File: src/verilog/bpred_pkg.sv
// Shared types and default sizes of the branch statistics unit, compiled before every other source
`default_nettype none

package bpred_pkg;

    // Default sizes, overridden through the top-level parameters
    localparam int DEF_PHT_BITS = 6;
    localparam int DEF_COUNT_W  = 32;

    // Stored index width keeps the stage structs a fixed size
    localparam int PHT_MAX_BITS = 10;

    typedef enum logic [3:0] {
        OP_NONE, OP_BEQ, OP_BNE, OP_BLT, OP_BGE,
        OP_BLTU, OP_BGEU, OP_JAL, OP_JALR
    } branch_op_t;

    // Order sets the stat_sel encoding of the read port
    typedef enum logic [3:0] {
        ST_UNCOND, ST_PRED, ST_MISPRED, ST_CORRECT,
        ST_PRED_TAKEN, ST_PRED_NOT_TAKEN, ST_TAKEN_WRONG, ST_NOT_TAKEN_WRONG,
        ST_FWD, ST_FWD_PRED_TAKEN, ST_FWD_TAKEN_OK, ST_FWD_NOT_TAKEN_OK,
        ST_BWD, ST_BWD_PRED_TAKEN, ST_BWD_TAKEN_OK, ST_BWD_NOT_TAKEN_OK
    } stat_id_t;

    // Decode stage register
    typedef struct packed {
        logic                    valid;
        branch_op_t              op;
        logic [PHT_MAX_BITS-1:0] index;
        logic                    backward;
        logic                    predicted;
        logic [31:0]             rs1;
        logic [31:0]             rs2;
    } decode_t;

    // Resolve stage register
    typedef struct packed {
        logic                    valid;
        logic                    uncond;
        logic [PHT_MAX_BITS-1:0] index;
        logic                    backward;
        logic                    predicted;
        logic                    taken;
    } resolve_t;

endpackage

`default_nettype wire
File: src/verilog/branch_unit.sv
// Top level of the branch statistics unit, connecting decode, predictor, resolve and tracker
`default_nettype none

module branch_unit #(
    parameter int PHT_BITS = bpred_pkg::DEF_PHT_BITS,
    parameter int COUNT_W  = bpred_pkg::DEF_COUNT_W
) (
    input  logic                CLK,
    input  logic                nRST,
    input  logic                instr_valid,
    input  logic [31:0]         instr,
    input  logic [31:0]         pc,
    input  logic [31:0]         rs1_data,
    input  logic [31:0]         rs2_data,
    input  bpred_pkg::stat_id_t stat_sel,
    output logic                mispredict,
    output logic [COUNT_W-1:0]  stat_value
);

    logic                predicted;
    bpred_pkg::decode_t  dec;
    bpred_pkg::resolve_t res;

    // Lookup for the incoming PC
    branch_predictor #(.PHT_BITS(PHT_BITS)) u_predictor (
        .CLK       (CLK),
        .nRST      (nRST),
        .pc        (pc),
        .res       (res),
        .predicted (predicted)
    );

    branch_decode #(.PHT_BITS(PHT_BITS)) u_decode (
        .CLK         (CLK),
        .nRST        (nRST),
        .instr_valid (instr_valid),
        .instr       (instr),
        .pc          (pc),
        .rs1_data    (rs1_data),
        .rs2_data    (rs2_data),
        .predicted   (predicted),
        .dec         (dec)
    );

    branch_resolve u_resolve (
        .CLK        (CLK),
        .nRST       (nRST),
        .dec        (dec),
        .res        (res),
        .mispredict (mispredict)
    );

    branch_tracker #(.COUNT_W(COUNT_W)) u_tracker (
        .CLK        (CLK),
        .nRST       (nRST),
        .res        (res),
        .stat_sel   (stat_sel),
        .stat_value (stat_value)
    );

endmodule

`default_nettype wire

File: src/verilog/branch_tracker.sv
// Branch prediction performance counters updated from the resolve stage, read through stat_sel
`default_nettype none

module branch_tracker #(
    parameter int COUNT_W = bpred_pkg::DEF_COUNT_W
) (
    input  logic                CLK,
    input  logic                nRST,
    input  bpred_pkg::resolve_t res,
    input  bpred_pkg::stat_id_t stat_sel,
    output logic [COUNT_W-1:0]  stat_value
);

    localparam int NUM_STATS = 16;

    logic [COUNT_W-1:0]   counters [NUM_STATS];
    logic [NUM_STATS-1:0] inc;
    logic                 pred;
    logic                 taken;
    logic                 correct;

    assign pred    = res.predicted;
    assign taken   = res.taken;
    assign correct = (pred == taken);

    // One increment flag per statistic
    always_comb begin
        inc = '0;
        if (res.valid) begin
            if (res.uncond) begin
                inc[bpred_pkg::ST_UNCOND] = 1'b1;
            end else begin
                inc[bpred_pkg::ST_PRED]            = 1'b1;
                inc[bpred_pkg::ST_CORRECT]         = correct;
                inc[bpred_pkg::ST_MISPRED]         = !correct;
                inc[bpred_pkg::ST_PRED_TAKEN]      = pred;
                inc[bpred_pkg::ST_PRED_NOT_TAKEN]  = !pred;
                inc[bpred_pkg::ST_TAKEN_WRONG]     = pred && !taken;
                inc[bpred_pkg::ST_NOT_TAKEN_WRONG] = !pred && taken;
                // Direction split follows the immediate sign
                if (res.backward) begin
                    inc[bpred_pkg::ST_BWD]              = 1'b1;
                    inc[bpred_pkg::ST_BWD_PRED_TAKEN]   = pred;
                    inc[bpred_pkg::ST_BWD_TAKEN_OK]     = pred && taken;
                    inc[bpred_pkg::ST_BWD_NOT_TAKEN_OK] = !pred && !taken;
                end else begin
                    inc[bpred_pkg::ST_FWD]              = 1'b1;
                    inc[bpred_pkg::ST_FWD_PRED_TAKEN]   = pred;
                    inc[bpred_pkg::ST_FWD_TAKEN_OK]     = pred && taken;
                    inc[bpred_pkg::ST_FWD_NOT_TAKEN_OK] = !pred && !taken;
                end
            end
        end
    end

    // Counters wrap at the top of their range
    always_ff @(posedge CLK, negedge nRST) begin
        if (!nRST) begin
            for (int i = 0; i < NUM_STATS; i++) begin
                counters[i] <= '0;
            end
        end else begin
            for (int i = 0; i < NUM_STATS; i++) begin
                if (inc[i]) begin
                    counters[i] <= counters[i] + 1'b1;
                end
            end
        end
    end

    assign stat_value = counters[stat_sel];

endmodule

`default_nettype wire

File: src/verilog/branch_resolve.sv
// Resolve stage that evaluates the branch condition and flags a wrong prediction for one cycle
`default_nettype none

module branch_resolve (
    input  logic                CLK,
    input  logic                nRST,
    input  bpred_pkg::decode_t  dec,
    output bpred_pkg::resolve_t res,
    output logic                mispredict
);

    logic                eq;
    logic                lt_s;
    logic                lt_u;
    logic                taken;
    logic                uncond;
    bpred_pkg::resolve_t res_next;

    assign eq   = (dec.rs1 == dec.rs2);
    assign lt_s = ($signed(dec.rs1) < $signed(dec.rs2));
    assign lt_u = (dec.rs1 < dec.rs2);

    assign uncond = (dec.op == bpred_pkg::OP_JAL) || (dec.op == bpred_pkg::OP_JALR);

    always_comb begin
        case (dec.op)
            bpred_pkg::OP_BEQ:  taken = eq;
            bpred_pkg::OP_BNE:  taken = !eq;
            bpred_pkg::OP_BLT:  taken = lt_s;
            bpred_pkg::OP_BGE:  taken = !lt_s;
            bpred_pkg::OP_BLTU: taken = lt_u;
            bpred_pkg::OP_BGEU: taken = !lt_u;
            // Jumps always redirect
            bpred_pkg::OP_JAL:  taken = 1'b1;
            bpred_pkg::OP_JALR: taken = 1'b1;
            default:            taken = 1'b0;
        endcase
    end

    always_comb begin
        res_next           = '0;
        res_next.valid     = dec.valid;
        res_next.uncond    = uncond;
        res_next.index     = dec.index;
        res_next.backward  = dec.backward;
        res_next.predicted = dec.predicted;
        res_next.taken     = taken;
    end

    always_ff @(posedge CLK, negedge nRST) begin
        if (!nRST) begin
            res        <= '0;
            mispredict <= 1'b0;
        end else begin
            res        <= res_next;
            // Jumps are never predicted so they cannot mispredict
            mispredict <= dec.valid && !uncond && (dec.predicted != taken);
        end
    end

endmodule

`default_nettype wire

File: src/verilog/branch_predictor.sv
// Pattern history table of 2-bit saturating counters, looked up by PC and trained at resolve
`default_nettype none

module branch_predictor #(
    parameter int PHT_BITS = bpred_pkg::DEF_PHT_BITS
) (
    input  logic                CLK,
    input  logic                nRST,
    input  logic [31:0]         pc,
    input  bpred_pkg::resolve_t res,
    output logic                predicted
);

    localparam int ENTRIES = 2 ** PHT_BITS;

    // Counter encoding 00 strong NT, 01 weak NT, 10 weak T, 11 strong T
    localparam logic [1:0] WEAK_NOT_TAKEN = 2'b01;

    logic [1:0]          pht [ENTRIES];
    logic [PHT_BITS-1:0] rd_idx;
    logic [PHT_BITS-1:0] wr_idx;
    logic                train;
    logic [1:0]          cur_cnt;
    logic [1:0]          next_cnt;

    // Lookup is combinational so decode can register the prediction
    assign rd_idx    = pc[2 +: PHT_BITS];
    assign predicted = pht[rd_idx][1];

    // Only conditional branches train the table
    assign train   = res.valid && !res.uncond;
    assign wr_idx  = res.index[PHT_BITS-1:0];
    assign cur_cnt = pht[wr_idx];

    always_comb begin
        next_cnt = cur_cnt;
        if (res.taken) begin
            if (cur_cnt != 2'b11) begin
                next_cnt = cur_cnt + 2'd1;
            end
        end else begin
            if (cur_cnt != 2'b00) begin
                next_cnt = cur_cnt - 2'd1;
            end
        end
    end

    always_ff @(posedge CLK, negedge nRST) begin
        if (!nRST) begin
            for (int i = 0; i < ENTRIES; i++) begin
                pht[i] <= WEAK_NOT_TAKEN;
            end
        end else if (train) begin
            pht[wr_idx] <= next_cnt;
        end
    end

endmodule

`default_nettype wire

File: src/verilog/branch_decode.sv
// Decode stage that picks out branches and jumps and registers them with their prediction
`default_nettype none

module branch_decode #(
    parameter int PHT_BITS = bpred_pkg::DEF_PHT_BITS
) (
    input  logic               CLK,
    input  logic               nRST,
    input  logic               instr_valid,
    input  logic [31:0]        instr,
    input  logic [31:0]        pc,
    input  logic [31:0]        rs1_data,
    input  logic [31:0]        rs2_data,
    input  logic               predicted,
    output bpred_pkg::decode_t dec
);

    // RV32I major opcodes
    localparam logic [6:0] OPC_BRANCH = 7'b1100011;
    localparam logic [6:0] OPC_JAL    = 7'b1101111;
    localparam logic [6:0] OPC_JALR   = 7'b1100111;

    logic [6:0]            opcode;
    logic [2:0]            funct3;
    bpred_pkg::branch_op_t op;
    bpred_pkg::decode_t    dec_next;

    assign opcode = instr[6:0];
    assign funct3 = instr[14:12];

    always_comb begin
        op = bpred_pkg::OP_NONE;
        case (opcode)
            OPC_BRANCH: begin
                case (funct3)
                    3'b000:  op = bpred_pkg::OP_BEQ;
                    3'b001:  op = bpred_pkg::OP_BNE;
                    3'b100:  op = bpred_pkg::OP_BLT;
                    3'b101:  op = bpred_pkg::OP_BGE;
                    3'b110:  op = bpred_pkg::OP_BLTU;
                    3'b111:  op = bpred_pkg::OP_BGEU;
                    default: op = bpred_pkg::OP_NONE;
                endcase
            end
            OPC_JAL:  op = bpred_pkg::OP_JAL;
            OPC_JALR: op = (funct3 == 3'b000) ? bpred_pkg::OP_JALR : bpred_pkg::OP_NONE;
            default:  op = bpred_pkg::OP_NONE;
        endcase
    end

    always_comb begin
        dec_next       = '0;
        // Anything that is not a branch or jump becomes a bubble
        dec_next.valid = instr_valid && (op != bpred_pkg::OP_NONE);
        dec_next.op    = op;
        dec_next.index[PHT_BITS-1:0] = pc[2 +: PHT_BITS];
        // Bit 31 is the immediate sign for SB and J formats, JALR counts as forward
        dec_next.backward  = (op != bpred_pkg::OP_JALR) && instr[31];
        dec_next.predicted = predicted;
        dec_next.rs1       = rs1_data;
        dec_next.rs2       = rs2_data;
    end

    always_ff @(posedge CLK, negedge nRST) begin
        if (!nRST) begin
            dec <= '0;
        end else begin
            dec <= dec_next;
        end
    end

endmodule

`default_nettype wire

File: config.mk
export PLATFORM = sky130hd
export DESIGN_NAME = branch_unit
export DESIGN_NICKNAME = d
export VERILOG_FILES = /design/src/verilog/bpred_pkg.sv /design/src/verilog/branch_unit.sv /design/src/verilog/branch_tracker.sv /design/src/verilog/branch_resolve.sv /design/src/verilog/branch_predictor.sv /design/src/verilog/branch_decode.sv
export SDC_FILE = /design/constraint.sdc
export NUM_CORES = 1
export LEC_CHECK = 0
export BUFFER_PORTS_ARGS = -buffer_cell sky130_fd_sc_hd__buf_2
export CAP_MARGIN = 20
export CORE_MARGIN = 5
export CORE_UTILIZATION = 60
export CTS_CLUSTER_DIAMETER = 120
export CTS_CLUSTER_SIZE = 30
export DETAILED_ROUTE_END_ITERATION = 16
export PLACE_DENSITY = 0.82
export SLEW_MARGIN = 10
export SYNTH_ARGS = -nofsm -noshare
export SYNTH_HDL_FRONTEND = slang
export SYNTH_SLANG_ARGS = --single-unit
File: constraint.sdc
create_clock -name CLK -period 6 [get_ports CLK]
set_input_delay 0 -clock CLK [delete_from_list [all_inputs] [get_ports CLK]]
set_output_delay 0 -clock CLK [all_outputs]
set_load 0.02 [all_outputs]
==> impl_metrics.ini <==
[critical_path]
reg2reg_depth = 8
crit_type = reg -> reg
cp.arrival_ns = 4.79
cp-start-kind = register
cp_data_required_time_ns = 6.48
crit_path_max_fanout = 43
crit_start = u_resolve.res[4]$_DFF_PN0_
cp-end-kind = register
r2r-start = u_resolve.res[4]$_DFF_PN0_

[floorplan]
fp.coreArea_um2 = 58910
row_count = 89
die_h_um = 253.6
die_area_um2 = 64330
io_pins = 168
die_w_um = 253.6
start_util_pct = 60.46

[yosys]
synthesis.area_um2 = 35610
synth_cell_types = 65
yosys-top-cells-area = dfrtp_1, mux4_2, xnor2_1
synth_top_cell_by_area = dfrtp_1
postSynthCellCount = 2977
syn_avg_cell_area_um2 = 11.96
synth_edf_count = 0
synthArstFlopShare_pct = 100.0
synth_top_area_share_pct = 46.73
synth_seq_area_share_pct = 51.45
yosysWarnings = 0
synth_flop_cell = dfrtp_1
syn-num-nets = 3164
synth_seq_cells = 729

[flow_run]
maxCapViolations = 0

[pwr]
leakage_nw = 17.37
powerDensity_nw_per_um2 = 199.2
ir_worst_vdd_mv = 0.2793
p_total_mw = 7.839

[timing]
setup_tns_ns = 0
worstMarginPinSlew_ns = 1.124
report.final.slew_viol_count = 0
period_share_pct = 71.86
worst_clock_skew_ns = 0.04155
slew-limit-headroom_pct = 25.06
fmax_ghz = 0.2319
finalSetupViolCount = 0
holdWs_ns = 0.05924
hold_viol_final = 0
period_needed_ns = 4.311
rsz0062_at_grt = no

[layout]
final_common_cell = dfrtp_1
final_cell_mix = dfrtp_1, nand2_1, xnor2_1
drive_gt1_share_pct = 16.25
area_growth_pct = 10.49
final_nets = 3397
final_cells = 3995
final_area_um2 = 39350

[clock_tree]
clk_pin_slew_ns = 0.12
clock-sinks = 729
cts_buffer_depth = 3
worstSkewPairLatency_ns = 0.65
root_buffer = clkbuf_16
cts-buffers-inserted = 28
cts_tree = done
h-tree-depth = 1
cts-resized-gates = 0

[placed_design]
place_inst = 3802
finalWeightedCongestion = 0.9389
place_area_um2 = 37040
numPortBuffers = 120
dp_hpwl_um = 59190

[routing]
drcViolationCount = 0
wl_per_cell_um = 21.61
vias_per_cell = 6.203
dr.pass1.iters = 6
vias = 24782
drtAntennaViolNets = 0
drt-total-wl_um = 86330
drtIter0Drc = 2209

[global_routing]
grt_max_degree = 197
grtUsageTotal_pct = 27.09
grt_pass1_vias = 26221
grt_remaining_overflow = 0
grt_pass1_wl_um = 139900
antenna_found_initial = 12

[outcome]
status = complete, no violations

[hold_path]
hold_path.class = in -> async
state kept, by name, indices dropped and copies added, names as in the netlist:
register / flops
u_predictor.pht: 128
u_resolve.res: 11
u_tracker.counters: 512
u_resolve.mispredict: 1
u_decode.dec: 77
path summary, 6_finish.rpt:
check                                                endpoint  slack [ns]
setup / recovery              u_predictor.pht[83]$_DFFE_PN0P_        1.69
hold reg to reg                    u_resolve.res[6]$_DFF_PN0_        0.35
max in group asynchronous  u_tracker.counters[31]$_DFFE_PN0P_        4.36
hold / removal                u_predictor.pht[67]$_DFFE_PN0P_        0.06
min in group CLK                   u_decode.dec[71]$_DFF_PN0_        0.07
setup reg to reg              u_predictor.pht[83]$_DFFE_PN0P_        1.69
kinds of logic after synthesis:
group                    synth area share, %
multiplexers                           13.97
flip-flops                             51.45
adder cells (fa/ha/maj)                1.887
AO/OA/AOI/OAI                          3.461
XOR/XNOR                               12.20
AND/OR/NAND/NOR                        15.17
buffers and inverters                  1.869
metal layers:
metal | up-vias | share of wire (%) | track usage [%]
met4 | 10 | 3.4 | 9.037
met3 | 209 | 8.1 | 5.936
li1 | 10959 | - | -
met1 | 12636 | 39 | 35.63
met2 | 968 | 50 | 45.51
met5 | - | 0.080 | 0
cells in the mapped netlist, types with 9 or more instances:
library cell  count
mux2i_1          12
nand2b_1          9
nor3_1           43
and4_1           40
inv_1            65
and3_1           94
nand2_1         428
dfrtp_1         665
nor2b_1          18
o21ai_0          82
o21ai_1          18
clkbuf_1         59
nand4_1          99
xor2_1          144
ha_1             52
o21ai_2          40
nand3_1         172
dfstp_2          64
buf_1            17
mux2_2           21
nor4_1           11
a21oi_1          19
mux4_2          205
nor2_1          136
xnor2_1         352
buf_2            10
and2_1           15
area by class of cell:
type                    instances  area, um2
clock inverters                 3      41.29
repair buffers                297       2397
diodes                          4      10.01
inverters                      66      247.7
multi-input cells            2088      16640
clock buffers                  35      726.9
fillers                      4019      19560
flip-flops and latches        729      18320
well taps                     773      967.2
power breakdown:
part	leakage (nW)	switching, mW	internal (mW)	total, mW
sequential	9.77	0.0386	4.95	4.99
combinational	7.23	0.260	0.193	0.453
clock	0.372	1.52	0.874	2.40
total	17.4	1.82	6.02	7.84
critical path, cell delays in order (launching register included):
cell       delay, ns
dfrtp_1         0.98
clkinv_1        0.65
mux2_2          0.47
a22oi_1         0.20
nand2_1         0.11
a2111oi_2       0.31
maj3_1          0.72
buf_4           0.52
o21ai_0         0.16
stage by stage:
step                worst slack (ns)  util, %
CTS                            1.728    66.71
global placement               1.852    62.87
global route                   1.394    66.79
floorplan                      3.315        -
finish                         1.689    66.80
detailed placement             1.737    62.88
what timing repair did:
item	4_1_cts	5_1_grt
hold buffers	149	0
endpoints found under the hold margin	197	0
setup buffers	0	0
No activity file was read; power rests on OpenSTA's default activity.
